[src/logic/ctl_settings.svh]
/* Recovery control settings
   ISA field encodings and event queue sizing */

`ifndef CTL_SETTINGS_SVH
`define CTL_SETTINGS_SVH

`define CTL_ILEN		32
`define CTL_EVQ_DEPTH	4	// 2, 8 and 16 also supported

// Major opcodes
`define OPCODE_JAL		7'b1101111
`define OPCODE_BRANCH	7'b1100011
`define OPCODE_LOAD		7'b0000011
`define OPCODE_STORE	7'b0100011
`define OPCODE_MISC_MEM	7'b0001111
`define OPCODE_SYSTEM	7'b1110011

// funct3 values
`define FUNCT3_FENCE	3'b000
`define FUNCT3_FENCE_I	3'b001
`define FUNCT3_PRIV		3'b000	// ECALL, EBREAK, SFENCE.VMA

`define FUNCT7_SFENCE_VMA	7'b0001001

// imm[11:0] of the privileged SYSTEM group
`define IMM_ECALL		12'h000
`define IMM_EBREAK		12'h001

`endif

[src/logic/ctl_pkg.sv]
/* Recovery control types
   Event classes, exception codes, TLB flush kinds, FSM states, event and command words */

`default_nettype none

package ctl_pkg;

	typedef enum logic [3:0] {
		EV_REDIRECT,	// Mispredicted jump or branch
		EV_TRAP,		// Faulting load or store
		EV_FENCE,
		EV_FENCE_I,
		EV_SFENCE,
		EV_ECALL,
		EV_EBREAK
	} event_class_e;

	// mcause encodings where they exist
	typedef enum logic [3:0] {
		E_I_MISALIGNED		= 4'd0,
		E_I_ACCESS_FAULT	= 4'd1,
		E_ILLEGAL_INSTR		= 4'd2,
		E_LD_MISALIGNED		= 4'd4,
		E_LD_ACCESS_FAULT	= 4'd5,
		E_ST_MISALIGNED		= 4'd6,
		E_ST_ACCESS_FAULT	= 4'd7,
		E_I_PAGE_FAULT		= 4'd12,
		E_LD_PAGE_FAULT		= 4'd13,
		E_NONE				= 4'd14,	// Reserved code reused as no exception
		E_ST_PAGE_FAULT		= 4'd15
	} except_code_e;

	typedef enum logic [1:0] {
		NO_FLUSH	= 2'd0,
		FLUSH_ASID	= 2'd1,
		FLUSH_ALL	= 2'd2
	} tlb_flush_e;

	typedef enum logic [3:0] {
		ST_RESET,
		ST_IDLE,
		ST_REDIRECT,
		ST_TRAP,
		ST_FENCE,
		ST_FENCE_I,
		ST_SFENCE_SYNC,	// Wait for L1-D/L2 sync
		ST_SFENCE_CLR,
		ST_ECALL,
		ST_EBREAK
	} cu_state_e;

	typedef struct packed {
		event_class_e	ev_class;
		except_code_e	ex_code;
	} ctl_event_t;

	typedef struct packed {
		logic			flush;
		logic			abort;
		logic			clr_l1tlb;
		logic			clr_l2tlb;
		logic			clr_dmshr;
		logic			synch_l1dc_l2c;
		tlb_flush_e		l1tlb_flush;
		tlb_flush_e		l2tlb_flush;
	} ctl_cmd_t;

endpackage

`default_nettype wire

[src/logic/instr_classifier.sv]
/* Instruction classifier
   Decodes the instruction stream and registers one control event per actionable instruction */

`timescale 1ns/1ps
`default_nettype none

`include "ctl_settings.svh"

module instr_classifier (
	input  logic					clk_i,
	input  logic					rst_n_i,
	input  logic					instr_valid_i,
	input  logic [`CTL_ILEN-1:0]	instr_i,
	input  logic					except_raised_i,
	input  ctl_pkg::except_code_e	except_code_i,
	output logic					evt_push_o,
	output ctl_pkg::ctl_event_t		evt_o
);
	import ctl_pkg::*;

	logic [6:0]		opcode;
	logic [2:0]		funct3;
	logic [6:0]		funct7;
	logic [11:0]	imm;

	logic			actionable;
	ctl_event_t		evt_d;
	logic			evt_push_q;
	ctl_event_t		evt_q;

	assign opcode	= instr_i[6:0];
	assign funct3	= instr_i[14:12];
	assign funct7	= instr_i[31:25];
	assign imm		= instr_i[31:20];

	always_comb begin
		actionable		= 1'b0;
		evt_d.ev_class	= EV_REDIRECT;
		evt_d.ex_code	= E_NONE;	// Only traps carry a real code

		if (instr_valid_i) begin
			case (opcode)
				`OPCODE_JAL, `OPCODE_BRANCH: begin
					// Misprediction arrives as an exception flag
					if (except_raised_i) begin
						actionable		= 1'b1;
						evt_d.ev_class	= EV_REDIRECT;
					end
				end
				`OPCODE_LOAD, `OPCODE_STORE: begin
					if (except_raised_i) begin
						actionable		= 1'b1;
						evt_d.ev_class	= EV_TRAP;
						evt_d.ex_code	= except_code_i;
					end
				end
				`OPCODE_MISC_MEM: begin
					if (funct3 == `FUNCT3_FENCE) begin
						actionable		= 1'b1;
						evt_d.ev_class	= EV_FENCE;
					end else if (funct3 == `FUNCT3_FENCE_I) begin
						actionable		= 1'b1;
						evt_d.ev_class	= EV_FENCE_I;
					end
				end
				`OPCODE_SYSTEM: begin
					if (funct3 == `FUNCT3_PRIV) begin
						if (funct7 == `FUNCT7_SFENCE_VMA) begin
							actionable		= 1'b1;
							evt_d.ev_class	= EV_SFENCE;
						end else if (imm == `IMM_ECALL) begin
							actionable		= 1'b1;
							evt_d.ev_class	= EV_ECALL;
						end else if (imm == `IMM_EBREAK) begin
							actionable		= 1'b1;
							evt_d.ev_class	= EV_EBREAK;
						end
					end
				end
				default: ;	// Nothing to recover
			endcase
		end
	end

	always_ff @(posedge clk_i or negedge rst_n_i) begin
		if (!rst_n_i) begin
			evt_push_q <= 1'b0;
		end else begin
			evt_push_q <= actionable;	// One-cycle push strobe
		end
	end

	always_ff @(posedge clk_i) begin
		if (actionable) begin
			evt_q <= evt_d;
		end
	end

	assign evt_push_o	= evt_push_q;
	assign evt_o		= evt_q;

endmodule

`default_nettype wire

[src/logic/event_queue.sv]
/* Control event queue
   Circular FIFO of pending events, stall raised one entry early for the in-flight event */

`timescale 1ns/1ps
`default_nettype none

`include "ctl_settings.svh"

module event_queue (
	input  logic				clk_i,
	input  logic				rst_n_i,
	input  logic				push_i,
	input  ctl_pkg::ctl_event_t	evt_i,
	input  logic				pop_i,
	output ctl_pkg::ctl_event_t	head_o,
	output logic				empty_o,
	output logic				stall_o
);
	import ctl_pkg::*;

	localparam int DEPTH = `CTL_EVQ_DEPTH;
	localparam int PTR_W = (DEPTH > 1) ? $clog2(DEPTH) : 1;
	localparam int CNT_W = $clog2(DEPTH + 1);

	ctl_event_t			mem [DEPTH];
	logic [PTR_W-1:0]	wr_ptr_q;
	logic [PTR_W-1:0]	rd_ptr_q;
	logic [CNT_W-1:0]	count_q;
	logic				full;
	logic				do_push;
	logic				do_pop;

	function automatic logic [PTR_W-1:0] ptr_next(input logic [PTR_W-1:0] ptr);
		if (ptr == PTR_W'(DEPTH - 1)) begin
			return '0;
		end
		return ptr + 1'b1;
	endfunction

	assign full		= (count_q == CNT_W'(DEPTH));
	assign empty_o	= (count_q == '0);
	assign do_push	= push_i && !full;
	assign do_pop	= pop_i && !empty_o;

	always_ff @(posedge clk_i or negedge rst_n_i) begin
		if (!rst_n_i) begin
			wr_ptr_q	<= '0;
			rd_ptr_q	<= '0;
			count_q		<= '0;
		end else begin
			if (do_push) wr_ptr_q <= ptr_next(wr_ptr_q);
			if (do_pop) rd_ptr_q <= ptr_next(rd_ptr_q);
			case ({do_push, do_pop})
				2'b10:		count_q <= count_q + 1'b1;
				2'b01:		count_q <= count_q - 1'b1;
				default:	count_q <= count_q;	// Idle or push with pop
			endcase
		end
	end

	always_ff @(posedge clk_i) begin
		if (do_push) begin
			mem[wr_ptr_q] <= evt_i;
		end
	end

	assign head_o = mem[rd_ptr_q];

	// Room left for the event still in the classifier register
	assign stall_o = (count_q >= CNT_W'(DEPTH - 1));

	// Back-pressure contract with the instruction source
	a_no_push_full: assert property (@(posedge clk_i) disable iff (!rst_n_i)
		push_i |-> !full)
		else $error("event queue overflow, push while full");

	a_no_pop_empty: assert property (@(posedge clk_i) disable iff (!rst_n_i)
		pop_i |-> !empty_o)
		else $error("event queue underflow, pop while empty");

endmodule

`default_nettype wire

[src/logic/recovery_fsm.sv]
/* Recovery FSM
   Pops control events one at a time and drives the flush, clear and sync command word */

`timescale 1ns/1ps
`default_nettype none

module recovery_fsm (
	input  logic				clk_i,
	input  logic				rst_n_i,
	input  logic				evq_empty_i,
	input  ctl_pkg::ctl_event_t	evq_head_i,
	input  logic				l2c_update_done_i,
	output logic				evq_pop_o,
	output ctl_pkg::ctl_cmd_t	cmd_o,
	output logic				busy_o
);
	import ctl_pkg::*;

	cu_state_e		state_q;
	cu_state_e		state_d;
	except_code_e	code_q;	// Code of the event being handled

	// One event per visit to idle
	assign evq_pop_o = (state_q == ST_IDLE) && !evq_empty_i;

	always_ff @(posedge clk_i or negedge rst_n_i) begin
		if (!rst_n_i) begin
			state_q <= ST_RESET;
		end else begin
			state_q <= state_d;
		end
	end

	always_ff @(posedge clk_i) begin
		if (evq_pop_o) begin
			code_q <= evq_head_i.ex_code;
		end
	end

	always_comb begin
		state_d = ST_IDLE;

		case (state_q)
			ST_IDLE: begin
				if (!evq_empty_i) begin
					case (evq_head_i.ev_class)
						EV_REDIRECT:	state_d = ST_REDIRECT;
						EV_TRAP:		state_d = ST_TRAP;
						EV_FENCE:		state_d = ST_FENCE;
						EV_FENCE_I:		state_d = ST_FENCE_I;
						EV_SFENCE:		state_d = ST_SFENCE_SYNC;
						EV_ECALL:		state_d = ST_ECALL;
						EV_EBREAK:		state_d = ST_EBREAK;
						default:		state_d = ST_IDLE;
					endcase
				end
			end
			ST_SFENCE_SYNC: begin
				// Hold until the L2 side reports the write-back done
				state_d = l2c_update_done_i ? ST_SFENCE_CLR : ST_SFENCE_SYNC;
			end
			default: state_d = ST_IDLE;	// All other states take one cycle
		endcase
	end

	always_comb begin
		cmd_o = '0;

		case (state_q)
			ST_RESET: begin
				cmd_o.flush			= 1'b1;
				cmd_o.clr_l1tlb		= 1'b1;
				cmd_o.clr_l2tlb		= 1'b1;
				cmd_o.clr_dmshr		= 1'b1;
				cmd_o.l1tlb_flush	= FLUSH_ALL;
				cmd_o.l2tlb_flush	= FLUSH_ALL;
			end
			ST_REDIRECT, ST_ECALL: begin
				cmd_o.flush			= 1'b1;
				cmd_o.l1tlb_flush	= FLUSH_ASID;
				cmd_o.l2tlb_flush	= FLUSH_ASID;
			end
			ST_TRAP: begin
				cmd_o.flush = 1'b1;
				case (code_q)
					E_I_MISALIGNED, E_I_ACCESS_FAULT, E_I_PAGE_FAULT: begin
						cmd_o.clr_l1tlb = 1'b1;
						cmd_o.clr_l2tlb = 1'b1;
					end
					E_LD_MISALIGNED, E_LD_ACCESS_FAULT, E_LD_PAGE_FAULT,
					E_ST_MISALIGNED, E_ST_ACCESS_FAULT, E_ST_PAGE_FAULT: begin
						cmd_o.clr_dmshr = 1'b1;	// Drop pending data misses
					end
					E_ILLEGAL_INSTR: begin
						cmd_o.abort = 1'b1;
					end
					default: ;	// Flush only
				endcase
			end
			ST_FENCE: begin
				cmd_o.flush = 1'b1;
			end
			ST_FENCE_I: begin
				cmd_o.clr_l1tlb = 1'b1;
				cmd_o.clr_l2tlb = 1'b1;
			end
			ST_SFENCE_SYNC: begin
				cmd_o.synch_l1dc_l2c = 1'b1;
			end
			ST_SFENCE_CLR: begin
				cmd_o.clr_l1tlb		= 1'b1;
				cmd_o.clr_l2tlb		= 1'b1;
				cmd_o.clr_dmshr		= 1'b1;
				cmd_o.l1tlb_flush	= FLUSH_ALL;
				cmd_o.l2tlb_flush	= FLUSH_ALL;
			end
			ST_EBREAK: begin
				cmd_o.flush = 1'b1;
				cmd_o.abort = 1'b1;
			end
			default: ;	// Idle
		endcase
	end

	assign busy_o = (state_q != ST_IDLE);

	// Only the SFENCE sync wait may stretch a handling visit
	a_one_cycle_visit: assert property (@(posedge clk_i) disable iff (!rst_n_i)
		(state_q != ST_IDLE && state_q != ST_SFENCE_SYNC) |=> (state_q == ST_IDLE))
		else $error("recovery state held longer than one cycle");

endmodule

`default_nettype wire

[src/logic/recovery_ctl_top.sv]
/* Recovery control unit
   Classifier feeding the event queue, drained by the recovery FSM */

`timescale 1ns/1ps
`default_nettype none

`include "ctl_settings.svh"

module recovery_ctl_top (
	input  logic					clk_i,
	input  logic					rst_n_i,
	input  logic					instr_valid_i,
	input  logic [`CTL_ILEN-1:0]	instr_i,
	input  logic					except_raised_i,
	input  ctl_pkg::except_code_e	except_code_i,
	input  logic					l2c_update_done_i,
	output ctl_pkg::ctl_cmd_t		cmd_o,
	output logic					busy_o,
	output logic					stall_o
);
	import ctl_pkg::*;

	logic			evt_push;
	ctl_event_t		evt;
	logic			evq_empty;
	ctl_event_t		evq_head;
	logic			evq_pop;

	instr_classifier instr_classifier_inst (
		.clk_i				(clk_i),
		.rst_n_i			(rst_n_i),
		.instr_valid_i		(instr_valid_i),
		.instr_i			(instr_i),
		.except_raised_i	(except_raised_i),
		.except_code_i		(except_code_i),
		.evt_push_o			(evt_push),
		.evt_o				(evt)
	);

	event_queue event_queue_inst (
		.clk_i		(clk_i),
		.rst_n_i	(rst_n_i),
		.push_i		(evt_push),
		.evt_i		(evt),
		.pop_i		(evq_pop),
		.head_o		(evq_head),
		.empty_o	(evq_empty),
		.stall_o	(stall_o)
	);

	recovery_fsm recovery_fsm_inst (
		.clk_i				(clk_i),
		.rst_n_i			(rst_n_i),
		.evq_empty_i		(evq_empty),
		.evq_head_i			(evq_head),
		.l2c_update_done_i	(l2c_update_done_i),
		.evq_pop_o			(evq_pop),
		.cmd_o				(cmd_o),
		.busy_o				(busy_o)
	);

endmodule

`default_nettype wire

[config.mk]
export PLATFORM = sky130hd
export DESIGN_NAME = recovery_ctl_top
export DESIGN_NICKNAME = d
export VERILOG_FILES = /design/src/logic/ctl_pkg.sv /design/src/logic/instr_classifier.sv /design/src/logic/event_queue.sv /design/src/logic/recovery_fsm.sv /design/src/logic/recovery_ctl_top.sv
export VERILOG_INCLUDE_DIRS = /design/src /design/src/logic
export SDC_FILE = /design/constraint.sdc
export NUM_CORES = 1
export LEC_CHECK = 0
export BUFFER_PORTS_ARGS = -buffer_cell sky130_fd_sc_hd__buf_2
export CAP_MARGIN = 20
export CORE_ASPECT_RATIO = 1.25
export CORE_MARGIN = 3
export CORE_UTILIZATION = 51
export CTS_BUF_LIST = sky130_fd_sc_hd__clkbuf_2
export DETAILED_ROUTE_END_ITERATION = 16
export PLACE_DENSITY = 0.83
export REMOVE_ABC_BUFFERS = 1
export SYNTH_ARGS = -nofsm -noshare
export SYNTH_HDL_FRONTEND = slang
export SYNTH_SLANG_ARGS = --single-unit
export TNS_END_PERCENT = 20
[constraint.sdc]
create_clock -name clk_i -period 2.6 [get_ports clk_i]
set_clock_uncertainty 0.15 [all_clocks]
set_input_delay 0.39 -clock clk_i [delete_from_list [all_inputs] [get_ports clk_i]]
set_output_delay 0.39 -clock clk_i [all_outputs]
set_load 0.005 [all_outputs]
======== Word-level counts from Yosys, hierarchy flattened ========
Memory sizes are Yosys's and may differ from the RTL's.
Index checks and enable logic that the tools add are counted.
storage, ports and cells
  RAM bits ................................ 32
  output and inout bits ................... 12
  memories ................................ 1
  word-level logic and storage cells ...... 115
  bits of input ports ..................... 41
  flip-flop bits (word level) ............. 24
cells by class
  equal/unequal tests ..................... 39
  reductions and logical operators ........ 21
  $lt $le $gt $ge ......................... 1
  add/subtract/negate cells ............... 4
  muxes and demuxes ....................... 41
memories
  name                  words  bits a word  read ports  clocked after Yosys merged registers in  write ports  line               text
  event_queue_inst.mem  4      8            1           0                                        1            event_queue.sv:25  ctl_event_t mem [DEPTH];
operators with widths
  cell                                            count
  == test 4 x 3 -> 1 bit, second input constant   11
  one-hot mux 4 bit (7 select lines)              1
  == test 7 bit, second input constant            3
  == test 4 x 2 -> 1 bit, second input constant   5
  == test 4 bit, second input constant            5
  two-way mux 4 bit                               5
  two-way mux 1 bit                               19
  one-hot mux 4 bit (2 select lines)              2
  == test 7 x 4 -> 1 bit, second input constant   2
  == test 12 x 1 -> 1 bit, second input constant  1
  == test 4 x 1 -> 1 bit, second input constant   3
  logical NOT 12 bit                              1
  logical NOT 4 bit                               3
  two-way mux 2 bit                               6
  one-hot mux 4 bit (3 select lines)              1
  OR reduction 6 bit                              2
  == test 7 x 2 -> 1 bit, second input constant   1
  == test 7 x 6 -> 1 bit, second input constant   1
  == test 2 bit, second input constant            3
  logical NOT 3 bit                               2
  one-hot mux 3 bit (2 select lines)              1
  OR reduction 2 bit                              3
  OR reduction 3 bit                              2
  two-way mux 5 bit                               1
  other kinds (17)                                22

======== Depth between registers and ports, before layout ========
  depth in word-level cells ............... 7
  depth in mapped cells ................... 9
  depth with buffers taken out ............ 9

======== Hierarchy ========
A second synthesis with hierarchy kept.
unflattened totals
  cell total of the unflattened synthesis .. 193
  area total of the unflattened synthesis .. 2677.6 um^2
modules (own cells, without submodules)
  module            area an instance (um^2)  seq. area each (um^2)  instances  cells each
  event_queue       1631.6                   1136.1                 1          84
  recovery_fsm      535.5                    220.2                  1          55
  instr_classifier  510.5                    235.2                  1          54

======== Worst setup path before layout ========
No wires, ideal clock.
  path kind ............................... input port to flip-flop
  start point ............................. input instr_i[22]
  end point ............................... register instr_classifier_inst.evt_q (netlist bit instr_classifier_inst.evt_o[0]), enable pin
  stages .................................. 4
  arrival time ............................ 2.058 ns
  path slack .............................. 0.005 ns
  path buffers ............................ 0
  library setup time ...................... 0.387 ns
  cell sequence ........................... or4_1 > nor3_1 > o2111ai_1 > a221oi_1
on the way
  word-level cells in the longest chain between the ends .. 7
  elaborated cells between the ends (all ways) .. 8
  classes of those cells .................. eq/ne (1); mux (6); reduce/logical (1)
ends and longest elaborated chain
  what                                  line                    text
  from (decl)                           recovery_ctl_top.sv:13  input logic [`CTL_ILEN-1:0] instr_i,
  == test 12 x 1 -> 1 bit (no line)     -
  two-way mux 1 bit                     instr_classifier.sv:74  end else if (imm == `IMM_EBREAK) begin
  two-way mux 1 bit *                   instr_classifier.sv:71  end else if (imm == `IMM_ECALL) begin
  two-way mux 1 bit *                   instr_classifier.sv:68  if (funct7 == `FUNCT7_SFENCE_VMA) begin
  two-way mux 1 bit *                   instr_classifier.sv:67  if (funct3 == `FUNCT3_PRIV) begin
  one-hot mux 1 bit (3 select lines) *  instr_classifier.sv:42  case (opcode)
  two-way mux 1 bit *                   instr_classifier.sv:41  if (instr_valid_i) begin
  via instr_classifier_inst.actionable  instr_classifier.sv:26  logic actionable;
  to (signal assigned)                  instr_classifier.sv:95  evt_q <= evt_d;
  to (decl)                             instr_classifier.sv:29  ctl_event_t evt_q;
The timed path passes the listed nets; every way through them passes the cells marked *.
A chain may end at the register's enable or synchronous reset.

==> results.ini <==
[clock_tree]
post_cts_buffers=0
htree_num_levels=2
root_buffer=clkbuf_2
cts_buffers=5
clkLatencyLatePin_ps=390
cts.clk_slew.worst_paths_ps=210
clock_path_buffers=2
cts_tree=yes
post_cts_resized=0
cts_hold_buf=1
cts_sinks=51

[setup_path]
cp_cell_sequence=or4b_4, nor2_4, ha_1, inv_1, fa_1, xor2_1, nor2_1, xor2_1
path_max_fanout=3
r2r_slack_ps=100
crit_top_cell=xor2_1
critPathMaxStageDelay_ps=570
r2r-end=event_queue_inst.count_q[2]
crit_arrival_ps=2670
r2r-start=recovery_fsm_inst.state_q[1]
cpMaxStageDelayCell=or4b_4
crit_type=flip-flop to flip-flop
critPathLaunchType=flip-flop
rr_worst_depth=8
cp_data_required_time_ps=2770
worstSetupEndpointType=flip-flop

[logic_synthesis]
avgSynthCellArea_um2=13.7
postSynthCellCount=180
yosysWarnings=0
synth_edf_count=39
synth_cell_types=51
ys_ff_latch=51
netlist_area_mm2=0.00247
synthFlopType=edfxtp_1
async_reset_ff_frac=0.235
yosysSeqAreaShare=0.595

[min_path]
worstHoldPathType=input pin to flip-flop
hold_depth=2
worstHoldEndpoint=instr_classifier_inst.evt_o[2]
worstHoldStart=except_code_i[2]

[power_and_ir_drop]
p_sw_frac=0.289
power.density_mw_per_mm2=759
seq_power_share=0.503
leakage_nw=1.17
vdd_drop_max_mv=0.293
cellInternalPower_w=0.00153
p_comb_frac=0.318
clock_power_share=0.180
power.switching_w=0.000622

[detailed_routing]
ant_nets=0
drt-initial-drc-count=62
drt-pass1-iter-count=4
viasPerCell=5.47
drt-total-wl_mm=3.84
route.detailed.drc=0
vias=1576
wl_per_cell_um=13.3

[global_route]
antenna_found_initial=0
grt_pass1_wl_mm=6.27
grt_max_degree=16
grt_pass1_vias=1545
groute.usage.overall=0.144
grt.overflow.total=0

[sta]
fmax_mhz=400
timing.final.crit_share=0.961
slew_violations=0
finalHoldViolations=0
grt_setup_unrepaired=no
worstMarginPinSlew_ps=472
finalCriticalPeriod_ps=2500
finalSetupViolCount=0
fin_setup_tns_ps=0
maxSlewHeadroom=0.684

[finish]
final_cell_mix=42 x buf_2, 39 x edfxtp_1, 14 x inv_1, 12 x dfrtp_1, 9 x nor2_1
syn2layout_area_growth_pct=14.4
final_common_cell=buf_2
nets=277
final_util=0.625
nFillCells=361
seqCellArea_mm2=0.00147
multiInputGateArea_um2=888
drive_gt1_frac=0.322
diodes=0

[placed_design]
numPortBuffers=42
gp_congestion=0.749
hpwlAfterDp_mm=3.06

[floorplan]
start_util=0.546
core_mm2=0.00453
die-area_mm2=0.00573
io_pins=53
die_w_um=68.3
std_cell_rows=27
die_y_um=83.9

[run_status]
status=finished, final reports clean

[run]
cap_violations=0

## synthesized netlist by cell type, types with 4 or more instances
master	n	share of area
ha_1	6	0.030
nor2_1	9	0.014
a21oi_1	6	0.012
nor3_1	6	0.012
o21ai_0	6	0.012
inv_1	14	0.021
and2_1	5	0.013
edfxtp_1	39	0.47
nand2_1	5	0.0076
mux4_1	5	0.053
or2_2	4	0.010
nand3_1	4	0.0081
buf_4	5	0.015
dfrtp_1	12	0.12
## per-stage QoR
stage	power, W	cell area, um^2	hold WS [ps]	std cells	worst slack (ps)
2_1_floorplan	0.00155	2410	-55.6	171	4.90
3_3_place_gp	0.00175	2760	130	279	193
3_5_place_dp	0.00179	2760	138	279	155
4_1_cts	0.00218	2830	61.9	288	114
5_1_grt	0.00230	2830	28.8	288	14.7
6_report	0.00215	2830	102	288	102
## power by group through the flow
stage	combinational [W]	sequential [W]	clock, W
after floorplan	0.000459	0.00109	0
after global placement	0.000654	0.00110	0
after detailed placement	0.000687	0.00110	0
after CTS	0.000693	0.00108	0.000400
after global routing	0.000759	0.00110	0.000436
final	0.000682	0.00108	0.000386
## worst max path at each step
stage	startpoint	endpoint	slack [ps]	cells after the start
after floorplan	instr_i[22]	instr_classifier_inst.evt_o[0]	5	4
after global placement	instr_i[22]	instr_classifier_inst.evt_o[3]	190	6
after detailed placement	recovery_fsm_inst.state_q[1]	event_queue_inst.count_q[2]	160	8
after CTS	recovery_fsm_inst.state_q[1]	event_queue_inst.count_q[2]	110	8
after global routing	recovery_fsm_inst.state_q[3]	cmd_o[8]	10	6
final	recovery_fsm_inst.state_q[1]	event_queue_inst.count_q[2]	100	8
## routing by layer
| metal | wire (um) | GRT usage | vias up | part of all wire |
|---|---|---|---|---|
| met5 | 0 | 0 | - | 0 |
| met4 | 78 | 0.0633 | 0 | 0.020 |
| met3 | 232 | 0.0323 | 7 | 0.060 |
| met2 | 2080 | 0.272 | 52 | 0.54 |
| met1 | 1450 | 0.141 | 739 | 0.38 |
| li1 | - | - | 778 | - |
## critical path, delay by kind of cell (launching register included)
kind	cells	cell delay, ps
xor+xnor	2	350
fa+ha+maj	2	620
buf+inv	1	70
flops	1	430
simple gates	3	820
## cell type report
| cell class | count | area share |
|---|---|---|
| flip-flops and latches | 51 | 0.520 |
| multi-input cells | 106 | 0.314 |
| repair buffers | 51 | 0.0990 |
| well taps | 58 | 0.0256 |
| inverters | 14 | 0.0186 |
| clock buffers | 7 | 0.0124 |
| clock inverters | 1 | 0.0106 |
## sequential cells by signal, summed over array words and instances (netlist names)
register and cells:
event_queue_inst.rd_ptr_q 2, event_queue_inst.count_q 3, instr_classifier_inst.evt_push_o 1, event_queue_inst.mem 28, event_queue_inst.wr_ptr_q 2, instr_classifier_inst.evt_o 7, recovery_fsm_inst.code_q 4, recovery_fsm_inst.state_q 4
## cells by family (layout without fill, tap and decap cells)
logic type,after synthesis,after routing,synth area share
AO/OA/AOI/OAI,28,28,0.0744
XOR/XNOR,5,5,0.0177
adder cells (fa/ha/maj),7,7,0.0384
buffers and inverters,23,73,0.0460
flip-flops,51,51,0.595
multiplexers,11,11,0.0890
AND/OR/NAND/NOR,55,55,0.140
Note: power is estimated with default switching activity, not from simulation.
